$ cat config.mk
export PLATFORM = sky130hd
export DESIGN_NAME = xt_peripheral_glue
export DESIGN_NICKNAME = d
export VERILOG_FILES = /design/src/hw/xt_glue_pkg.sv /design/src/hw/chipset_data_port.sv /design/src/hw/ems_page_mapper.sv /design/src/hw/io_decoder.sv /design/src/hw/xt_peripheral_glue.sv
export SDC_FILE = /design/constraint.sdc
export NUM_CORES = 1
export LEC_CHECK = 0
export BUFFER_PORTS_ARGS = -buffer_cell sky130_fd_sc_hd__buf_2
export CAP_MARGIN = 20
export CORE_MARGIN = 3
export CORE_UTILIZATION = 42
export CTS_BUF_LIST = sky130_fd_sc_hd__clkbuf_2 sky130_fd_sc_hd__clkbuf_4 sky130_fd_sc_hd__clkbuf_8
export DETAILED_ROUTE_END_ITERATION = 8
export PLACE_DENSITY_LB_ADDON = 0.2
export RECOVER_POWER = 50
export SETUP_SLACK_MARGIN = 0.3
export SLEW_MARGIN = 20
export SYNTH_ARGS = -nofsm -noshare
export SYNTH_HDL_FRONTEND = slang
export SYNTH_HIERARCHICAL = 1
export SYNTH_SLANG_ARGS = --single-unit
$ cat constraint.sdc
create_clock -name clock -period 1.3 [get_ports clock]
set_input_delay 0.13 -clock clock [delete_from_list [all_inputs] [get_ports clock]]
set_output_delay 0.13 -clock clock [all_outputs]
set_load 0.03 [all_outputs]
$ cat src/hw/xt_glue_pkg.sv
/*
 * Shared widths, I/O port bases and EMS frame prefixes for the XT glue
 * Enums for the EMS write command and the read-source select
 */
`default_nettype none

package xt_glue_pkg;

    // Bus widths
    localparam int ADDR_W    = 20;
    localparam int DATA_W    = 8;

    // EMS page map geometry
    localparam int EMS_PAGES = 4;
    localparam int EMS_MAP_W = 7;

    // Legacy slots in the 000h-0FFh range, 32 ports each
    localparam int IO_SLOTS  = 8;

    localparam logic [15:0] EMS_PORT_BASE = 16'h0260;
    localparam logic [15:0] LPT_PORT_BASE = 16'h0378;

    // Upper nibble of the 64 KB page frame
    localparam logic [3:0] EMS_FRAME_A = 4'hA;
    localparam logic [3:0] EMS_FRAME_C = 4'hC;
    localparam logic [3:0] EMS_FRAME_D = 4'hD;

    localparam logic [DATA_W-1:0] EMS_DISABLE_CODE = 8'hFF;
    localparam logic [DATA_W-1:0] EMS_MAP_LIMIT    = 8'h80;

    typedef enum logic [1:0] {
        EMS_CMD_DISABLE,
        EMS_CMD_MAP,
        EMS_CMD_KEEP
    } ems_cmd_e;

    typedef enum logic [1:0] {
        RD_NONE,
        RD_EMS,
        RD_LPT
    } rd_src_e;

endpackage

`default_nettype wire

$ cat src/hw/chipset_data_port.sv
/*
 * LPT data latch and the registered chipset data-bus output
 */
`default_nettype none

module chipset_data_port (
    input  logic                           clock,
    input  logic                           reset,
    input  logic [xt_glue_pkg::DATA_W-1:0] data_i,
    input  logic                           lpt_write_i,
    input  xt_glue_pkg::rd_src_e           rd_src_i,
    input  logic [xt_glue_pkg::DATA_W-1:0] ems_read_data_i,
    output logic [xt_glue_pkg::DATA_W-1:0] data_o,
    output logic                           from_chipset_o
);

    import xt_glue_pkg::*;

    logic [DATA_W-1:0] lpt_data_q;

    // Printer data lines idle high
    always_ff @(posedge clock or posedge reset) begin
        if (reset) begin
            lpt_data_q <= 8'hFF;
        end else if (lpt_write_i) begin
            lpt_data_q <= data_i;
        end
    end

    // One cycle from read strobe to bus
    always_ff @(posedge clock or posedge reset) begin
        if (reset) begin
            data_o         <= '0;
            from_chipset_o <= 1'b0;
        end else begin
            case (rd_src_i)
                RD_EMS: begin
                    data_o         <= ems_read_data_i;
                    from_chipset_o <= 1'b1;
                end
                RD_LPT: begin
                    data_o         <= lpt_data_q;
                    from_chipset_o <= 1'b1;
                end
                default: begin
                    data_o         <= '0;
                    from_chipset_o <= 1'b0;
                end
            endcase
        end
    end

endmodule

`default_nettype wire

$ cat src/hw/ems_page_mapper.sv
/*
 * EMS page-map registers with a one-stage write pipeline,
 * bank-select decode of the page frame and register readback
 */
`default_nettype none

module ems_page_mapper (
    input  logic                              clock,
    input  logic                              reset,
    input  logic [xt_glue_pkg::ADDR_W-1:0]    address_i,
    input  logic [xt_glue_pkg::DATA_W-1:0]    data_i,
    input  logic                              ems_write_i,
    input  logic                              mem_cycle_i,
    input  logic [1:0]                        ems_frame_i,
    output logic [xt_glue_pkg::EMS_PAGES-1:0] ems_bank_o,
    output logic [xt_glue_pkg::DATA_W-1:0]    ems_read_data_o
);

    import xt_glue_pkg::*;

    ems_cmd_e                       wr_cmd;
    ems_cmd_e                       wr_cmd_q;
    logic                           wr_valid_q;
    logic [$clog2(EMS_PAGES)-1:0]   wr_index_q;
    logic [EMS_MAP_W-1:0]           wr_data_q;

    logic [EMS_MAP_W-1:0]           map_q [EMS_PAGES];
    logic [EMS_PAGES-1:0]           page_en_q;

    logic [3:0]                     frame_prefix;
    logic [$clog2(EMS_PAGES)-1:0]   rd_index;

    // Classify the written byte
    always_comb begin
        if (data_i == EMS_DISABLE_CODE) begin
            wr_cmd = EMS_CMD_DISABLE;
        end else if (data_i < EMS_MAP_LIMIT) begin
            wr_cmd = EMS_CMD_MAP;
        end else begin
            wr_cmd = EMS_CMD_KEEP;
        end
    end

    // First stage holds port index, command and data
    always_ff @(posedge clock or posedge reset) begin
        if (reset) begin
            wr_valid_q <= 1'b0;
            wr_index_q <= '0;
            wr_cmd_q   <= EMS_CMD_KEEP;
        end else begin
            wr_valid_q <= ems_write_i;
            if (ems_write_i) begin
                wr_index_q <= address_i[$clog2(EMS_PAGES)-1:0];
                wr_cmd_q   <= wr_cmd;
            end
        end
    end

    always_ff @(posedge clock) begin
        if (ems_write_i) begin
            wr_data_q <= data_i[EMS_MAP_W-1:0];
        end
    end

    // Second stage updates the selected entry
    always_ff @(posedge clock or posedge reset) begin
        if (reset) begin
            for (int n = 0; n < EMS_PAGES; n++) begin
                map_q[n] <= '0;
            end
            page_en_q <= '0;
        end else if (wr_valid_q) begin
            case (wr_cmd_q)
                EMS_CMD_DISABLE: page_en_q[wr_index_q] <= 1'b0;
                EMS_CMD_MAP: begin
                    map_q[wr_index_q]     <= wr_data_q;
                    page_en_q[wr_index_q] <= 1'b1;
                end
                default: ;
            endcase
        end
    end

    always_comb begin
        case (ems_frame_i)
            2'd0:    frame_prefix = EMS_FRAME_A;
            2'd1:    frame_prefix = EMS_FRAME_C;
            default: frame_prefix = EMS_FRAME_D;
        endcase
    end

    // 16 KB windows inside the frame, one per page
    always_comb begin
        for (int n = 0; n < EMS_PAGES; n++) begin
            ems_bank_o[n] = mem_cycle_i & page_en_q[n] &
                            (address_i[ADDR_W-1 -: 6] == {frame_prefix, 2'(n)});
        end
    end

    // Disabled pages read back as FFh
    assign rd_index = address_i[$clog2(EMS_PAGES)-1:0];
    assign ems_read_data_o = page_en_q[rd_index] ?
                             {{(DATA_W-EMS_MAP_W){1'b0}}, map_q[rd_index]} :
                             EMS_DISABLE_CODE;

endmodule

`default_nettype wire

$ cat src/hw/io_decoder.sv
/*
 * I/O address decoder: legacy slot chip selects, EMS register window,
 * LPT data port strobes and the read-source select
 */
`default_nettype none

module io_decoder (
    input  logic [xt_glue_pkg::ADDR_W-1:0]   address_i,
    input  logic                             io_read_n_i,
    input  logic                             io_write_n_i,
    input  logic                             address_enable_n_i,
    input  logic                             ems_enabled_i,
    output logic [xt_glue_pkg::IO_SLOTS-1:0] chip_select_n_o,
    output logic                             ems_write_o,
    output logic                             lpt_write_o,
    output xt_glue_pkg::rd_src_e             rd_src_o,
    output logic                             mem_cycle_o
);

    import xt_glue_pkg::*;

    logic io_request;
    logic io_cycle;
    logic io_read;
    logic io_write;
    logic slot_range;
    logic ems_hit;
    logic lpt_hit;

    // Either strobe marks an I/O cycle
    assign io_request = ~io_read_n_i | ~io_write_n_i;
    assign io_cycle   = io_request & ~address_enable_n_i;
    assign io_read    = ~io_read_n_i & ~address_enable_n_i;
    assign io_write   = ~io_write_n_i & ~address_enable_n_i;

    // Anything without an I/O strobe counts as a memory cycle
    assign mem_cycle_o = ~io_request;

    // Slots only live below 100h
    assign slot_range = io_cycle & (address_i[9:8] == 2'b00);

    always_comb begin
        for (int k = 0; k < IO_SLOTS; k++) begin
            chip_select_n_o[k] = ~(slot_range & (address_i[7:5] == 3'(k)));
        end
    end

    // 260h-263h, ignored unless EMS is switched on
    assign ems_hit = ems_enabled_i &
                     (address_i[15:2] == EMS_PORT_BASE[15:2]);

    assign lpt_hit = (address_i[15:0] == LPT_PORT_BASE);

    assign ems_write_o = io_write & ems_hit;
    assign lpt_write_o = io_write & lpt_hit;

    always_comb begin
        if (io_read && ems_hit) begin
            rd_src_o = RD_EMS;
        end else if (io_read && lpt_hit) begin
            rd_src_o = RD_LPT;
        end else begin
            rd_src_o = RD_NONE;
        end
    end

endmodule

`default_nettype wire

$ cat src/hw/xt_peripheral_glue.sv
/*
 * Top level of the XT peripheral glue
 * Connects the I/O decoder, EMS mapper and chipset data port
 */
`default_nettype none

module xt_peripheral_glue (
    input  logic                              clock,
    input  logic                              reset,
    input  logic [xt_glue_pkg::ADDR_W-1:0]    address_i,
    input  logic [xt_glue_pkg::DATA_W-1:0]    data_i,
    input  logic                              io_read_n_i,
    input  logic                              io_write_n_i,
    input  logic                              address_enable_n_i,
    input  logic                              ems_enabled_i,
    input  logic [1:0]                        ems_frame_i,
    output logic [xt_glue_pkg::IO_SLOTS-1:0]  chip_select_n_o,
    output logic [xt_glue_pkg::EMS_PAGES-1:0] ems_bank_o,
    output logic [xt_glue_pkg::DATA_W-1:0]    data_o,
    output logic                              from_chipset_o
);

    import xt_glue_pkg::*;

    logic              ems_write;
    logic              lpt_write;
    logic              mem_cycle;
    rd_src_e           rd_src;
    logic [DATA_W-1:0] ems_read_data;

    io_decoder u_io_decoder (
        .address_i          (address_i),
        .io_read_n_i        (io_read_n_i),
        .io_write_n_i       (io_write_n_i),
        .address_enable_n_i (address_enable_n_i),
        .ems_enabled_i      (ems_enabled_i),
        .chip_select_n_o    (chip_select_n_o),
        .ems_write_o        (ems_write),
        .lpt_write_o        (lpt_write),
        .rd_src_o           (rd_src),
        .mem_cycle_o        (mem_cycle)
    );

    ems_page_mapper u_ems_page_mapper (
        .clock              (clock),
        .reset              (reset),
        .address_i          (address_i),
        .data_i             (data_i),
        .ems_write_i        (ems_write),
        .mem_cycle_i        (mem_cycle),
        .ems_frame_i        (ems_frame_i),
        .ems_bank_o         (ems_bank_o),
        .ems_read_data_o    (ems_read_data)
    );

    chipset_data_port u_chipset_data_port (
        .clock              (clock),
        .reset              (reset),
        .data_i             (data_i),
        .lpt_write_i        (lpt_write),
        .rd_src_i           (rd_src),
        .ems_read_data_i    (ems_read_data),
        .data_o             (data_o),
        .from_chipset_o     (from_chipset_o)
    );

endmodule

`default_nettype wire
==> results of run 1 <==
[cells by family (layout without fill, tap and decap cells)]
| family | count (synthesis) | count (layout) | share of synthesized area |
|---|---|---|---|
| mux | 46 | 46 | 0.232 |
| compound gates | 21 | 21 | 0.0528 |
| fa+ha+maj | 2 | 2 | 0.00873 |
| simple gates | 65 | 65 | 0.131 |
| flops | 61 | 61 | 0.549 |
| buf+inv | 16 | 140 | 0.0271 |
[Yosys cell counts (2+ instances only)]
cell	n	area (µm²)
mux2_4	15	225
nand4bb_1	2	22.5
edfxtp_1	7	210
buf_2	5	25.0
mux4_2	8	180
nand3b_1	2	15.0
dfrtp_1	45	1130
nand3_1	7	35.0
a22oi_1	8	60.1
dfstp_2	9	236
mux2_2	23	259
a21o_1	2	15.0
nor2_2	2	12.5
nand2b_1	8	50.1
nor3_1	4	20.0
inv_1	8	30.0
and4b_1	2	20.0
nand2_1	11	41.3
ha_1	2	25.0
and2_2	2	15.0
a21oi_1	4	20.0
o21ai_0	2	10.0
nor2b_1	2	12.5
nor2_1	13	48.8
[stage by stage]
stage                     utilization  total power, µW  setup TNS (ps)
after detailed placement        0.616             2200          -13160
after floorplan                     -             2050           -3570
after global routing            0.717             4450           -5680
after CTS                       0.708             4320           -3720
after global placement          0.616             2200          -12330
final                           0.717             4280           -3740
[state kept, by name, indices dropped and copies added (netlist names), named ones only]
name and cells:
u_chipset_data_port/data_o 8, u_chipset_data_port/lpt_data_q 8, u_ems_page_mapper/wr_cmd_q 2, u_ems_page_mapper/map_q 28, u_ems_page_mapper/wr_index_q 2, u_ems_page_mapper/wr_data_q 7, u_ems_page_mapper/wr_valid_q 1, u_chipset_data_port/from_chipset_o 1
[how the worst max path moves through the flow]
stage                                      endpoint  slack [ps]
floorplan           u_ems_page_mapper/wr_index_q[0]        -180
global placement      u_chipset_data_port/data_o[3]        -370
detailed placement    u_chipset_data_port/data_o[3]        -430
CTS                     u_ems_page_mapper/map_q[25]        -150
global route             u_ems_page_mapper/map_q[5]        -190
finish                   u_ems_page_mapper/map_q[0]        -150
[power by group]
group / internal [µW] / total (µW) / switching (µW) / leakage (µW)
Sequential: 1930 / 1930 / 0.0937 / 0.000782
Combinational: 121 / 269 / 149 / 0.00119
Clock: 1320 / 2090 / 764 / 0.000119
[area by class of cell]
type	instances	area (µm²)
fill	408	1840
sequential	61	1580
tap	77	96.3
timing repair buffer	116	1040
inverter	8	30.0
clock inverter	6	110
multi-input combinational	134	1670
clock buffer	10	138
[metal layers]
layer,part of all wire,wire length [µm]
met5,0,0
met4,0.0068,49
met3,0.029,205
met2,0.54,3880
met1,0.42,3050
[critical path: stages (launching register included)]
cell and delay, ps:
dfrtp_1 420, buf_4 140, nand2_1 50, or2_1 270, buf_12 160, mux2_4 300
[what timing repair did]
item                                    in CTS  in global routing
hold buffers                                 3                  1
pin swaps                                   14                  7
setup buffers                                6                  4
hold endpoints to repair                    47                  1
endpoints found under the setup margin      81                 81
gates resized for setup                     77                  9
==> results.toml, run 1 <==
[outcome]
status = "finished with violations"
violations = "negative setup slack"

[cells_and_area]
diodes = 0
fin_nets = 368
syn_to_final_growth_pct = 62.5
drive_gt1_frac = 0.681
final_area_mm2 = 0.00466
stdcell_count = 412
mostFrequentLayoutCells = "dfrtp_1 (43), mux2_4 (38), buf_6 (36)"
final_common_cell = "dfrtp_1"

[placed_design]
hpwl_um = 4890
dp_cells = 382
placed_area_mm2 = 0.00400
place_ws_ps = -428
place_congestion = 0.727
io_buffers = 56

[min_path]
min_path_cells = 2
hold_end = "u_ems_page_mapper/wr_cmd_q[0]"
hp-start = "data_i[7]"
hold_class = "input port to register"

[die]
top_level_ports = 57
die_h_um = 88.6
die_area_mm2 = 0.00785
core_area_mm2 = 0.00649
die_w_um = 88.6
rows = 29
initial_core_util = 0.441

[global_routing]
grt.busiest_layer = "met2"
grt_pass1_vias = 2326
grt_max_degree = 38
grtUsageMet3 = 0.0484
track_usage = 0.201
gr-total-overflow = 0
grt.met1_usage = 0.253
grt_pass1_wl_um = 11600
antenna_found_initial = 0
globalRouteMet2Util = 0.345

[worst_setup_path]
worstPathMaxFanout = 7
r2r_setup_slack_ps = -150
required_ps = 1520
reg2reg_depth = 5
r2r-end = "u_ems_page_mapper/map_q[0]"
r2r-start = "u_ems_page_mapper/wr_index_q[1]"
crit_arrival_ps = 1670
cp-startpoint = "u_ems_page_mapper/wr_index_q[1]"
start_kind = "register"
path_class = "register to register"
end_kind = "register"

[yosys]
synth_cell_types = 42
synthesis.nets = 249
synth_flop_cell = "dfrtp_1"
synth-seq-cells = 61
async_flop_share = 0.885
syn_area_mm2 = 0.00287
synth-seq-area-share = 0.549
syn_avg_cell_area_um2 = 13.6
synth_edf_count = 7
synth_cells = 211
yosys_warnings = 6

[clock_network]
worstSkewPairLatency_ps = 340
clkTransAtPathRegs_ps = 70
cts.sinks = 61
cts_max_level = 3
clockBufferDepth = 2
cts_buffers = 9
cts_root_buffer = "clkbuf_8"
tritoncts = "built"

[timing]
fmax_mhz = 687
holdWs_ps = 38.2
rsz0062_at_grt = "yes"
post-route-period-util = 1.12
final.setup_skew_ps = 8.17
maxSlewHeadroom = 0.602
fin_crit_ps = 1450
tightestPinTransition_ps = 596
fin_ws_ps = -155
maxSlewViolCount = 0
hold_viol_final = 0
setup_viol = 39

[drt]
via_per_inst = 5.22
num_vias = 2151
totalWireLength_um = 7180
drt_iter0_drc = 112
drc = 0
wl_per_cell_um = 17.4
ant_nets = 0
drtPass1Iterations = 4

[power]
p_leak_uw = 0.00209
powerDensity_mw_per_mm2 = 919
vdd_drop_max_v = 0.00107

[flow_run]
maxCapViolations = 0
Note: power is estimated with default switching activity, not from simulation.
==> run 2, diff against run 1 <==
--- a/config.mk
+++ b/config.mk
@@ -17,5 +17,4 @@
 export SLEW_MARGIN = 20
 export SYNTH_ARGS = -nofsm -noshare
 export SYNTH_HDL_FRONTEND = slang
-export SYNTH_HIERARCHICAL = 1
 export SYNTH_SLANG_ARGS = --single-unit
==> results.toml, run 2 <==
[worst_setup_path]
start_kind = "input port"
required_ps = 1170
reg2reg_depth = 2
path_class = "input port to primary output"
end_kind = "primary output"
crit_arrival_ps = 1510
worstPathMaxFanout = 4

[drt]
drtPass1Iterations = 4
num_vias = 2127
via_per_inst = 5.37
wl_per_cell_um = 18.7
totalWireLength_um = 7410
ant_nets = 0
drt_iter0_drc = 105
drc = 0

[power]
p_leak_uw = 0.00206
pwr-share-comb = 0.076
p_total_uw = 3940
powerDensity_mw_per_mm2 = 881
swShare = 0.227
power.switching_uw = 893
clkPwrFrac = 0.435
seqPwrFrac = 0.490
vdd_drop_max_v = 0.000675
internal_power_uw = 3050

[timing]
hold_viol_final = 0
fin_ws_ps = -339
fin_setup_tns_ps = -5680
maxSlewViolCount = 0
fin_crit_ps = 1640
final.setup_skew_ps = 7.77
holdWs_ps = 59.9
post-route-period-util = 1.26
rsz0062_at_grt = "yes"
maxSlewHeadroom = 0.515
tightestPinTransition_ps = 728
fmax_mhz = 610
setup_viol = 39

[die]
die_h_um = 86.7
die_area_mm2 = 0.00751
rows = 28
core_area_mm2 = 0.00610
top_level_ports = 57
die_w_um = 86.7
initial_core_util = 0.448

[min_path]
hold_class = "input port to register"
min_path_cells = 1

[cells_and_area]
syn_to_final_growth_pct = 63.7
reg.largest.list = "u_ems_page_mapper.map_q (28), u_chipset_data_port.data_o (8), u_chipset_data_port.lpt_data_q (8)"
regMostFlops = "u_ems_page_mapper.map_q"
n_fill_cell = 379
diodes = 0
stdcell_count = 396
fin_nets = 352
mostFrequentLayoutCells = "dfrtp_1 (45), buf_6 (42), buf_4 (35)"
drive_gt1_frac = 0.688
utilization = 0.734
final_common_cell = "dfrtp_1"
largest_reg_flops = 28

[yosys]
yosysMostFrequentCell = "dfrtp_1"
synth-seq-cells = 61
synthesis.nets = 226
synth_edf_count = 7
syn_area_mm2 = 0.00273
synth_top_area_frac = 0.412
async_flop_share = 0.885
synth-seq-area-share = 0.575
synth_commonest_cells = "dfrtp_1 (45), mux2_2 (38), nand2_1 (14)"
syn_avg_cell_area_um2 = 14.4
synth_cells = 190
synth_largest_area_cell = "dfrtp_1"
synthTopCellsByArea = "dfrtp_1 (41%), mux2_2 (16%), dfstp_2 (8.6%)"
synth_cell_types = 39
synth_flop_cell = "dfrtp_1"
yosys_warnings = 0

[global_routing]
grtUsageMet3 = 0.0418
track_usage = 0.216
grt.met1_usage = 0.276
grt_max_degree = 55
antenna_found_initial = 0
grt_pass1_vias = 2306
gr-total-overflow = 0
grt_pass1_wl_um = 11900
globalRouteMet2Util = 0.360
grt.busiest_layer = "met2"

[placed_design]
hpwl_um = 4690
io_buffers = 56
place_congestion = 0.790
dp_cells = 355

[outcome]
violations = "negative setup slack"
status = "finished with violations"

[clock_network]
cts_max_level = 3
cts_root_buffer = "clkbuf_8"
clkTransAtPathRegs_ps = 60
cts_buffers = 9
cts.sinks = 61
clockBufferDepth = 2
tritoncts = "built"
worstSkewPairLatency_ps = 340

[flow_run]
maxCapViolations = 0
==> run 2: critical path, cell delays in order <==
cell	delay, ps
buf_6	90
or3b_4	400
a211oi_4	250
o2111ai_4	170
buf_6	160
nor3_4	150
buf_6	150
==> run 2: cell families after synthesis <==
logic type             Yosys count  share of synthesized area
DFF                             61                      0.575
and+or+nand+nor                 57                      0.135
muxes                           48                      0.230
AOI/OAI and AO/OA               16                     0.0458
buffers and inverters            8                     0.0146
==> run 2: final timing paths <==
check,start,to,slack (ps)
hold / removal,data_i[1],u_ems_page_mapper.wr_data_q[1],60
setup / recovery,ems_frame_i[0],ems_bank_o[1],-340
max in group asynchronous,reset,u_ems_page_mapper.map_q[13],240
hold reg to reg,u_ems_page_mapper.map_q[27],u_ems_page_mapper.map_q[27],510
setup reg to reg,u_ems_page_mapper.wr_index_q[1],u_ems_page_mapper.map_q[23],-240
min in group asynchronous,reset,u_ems_page_mapper.map_q[14],570
==> run 2: timing repair <==
action / 4_1_cts / 5_1_grt
endpoints found under the setup margin: 81 / 81
endpoints found under the hold margin: 49 / 0
hold buffers: 5 / 0
gates resized for setup: 68 / 16
pin swaps: 21 / 14
setup buffers: 9 / 11
==> run 2: layout make-up <==
class,instances,area (µm²),share of cell area
clock buffer,12,153,0.0341
clock inverter,4,47.5,0.0106
inverter,4,18.8,0.00419
multi-input combinational,121,1470,0.328
sequential,61,1570,0.352
tap,75,93.8,0.0210
timing repair buffer,119,1120,0.251
==> run 2: per-stage QoR <==
stage	setup WS (ps)	cell area, µm²
after floorplan	-289	3050
after global placement	-388	3780
after detailed placement	-444	3780
after CTS	-333	4350
after global routing	-396	4470
final	-339	4470
==> run 2: routing by layer <==
layer / up-vias / share of wire
met1: 1080 / 0.41
met3: 13 / 0.052
met4: 0 / 0.016
met5: - / 0
met2: 65 / 0.52
li1: 969 / -
==> run 2: power groups by stage <==
stage	Combinational (µW)	Clock [µW]	Sequential, µW
after global routing	323	1850	1930
after CTS	289	1740	1930
after global placement	240	0	1960
after detailed placement	242	0	1960
after floorplan	91.9	0	1970
final	299	1710	1930
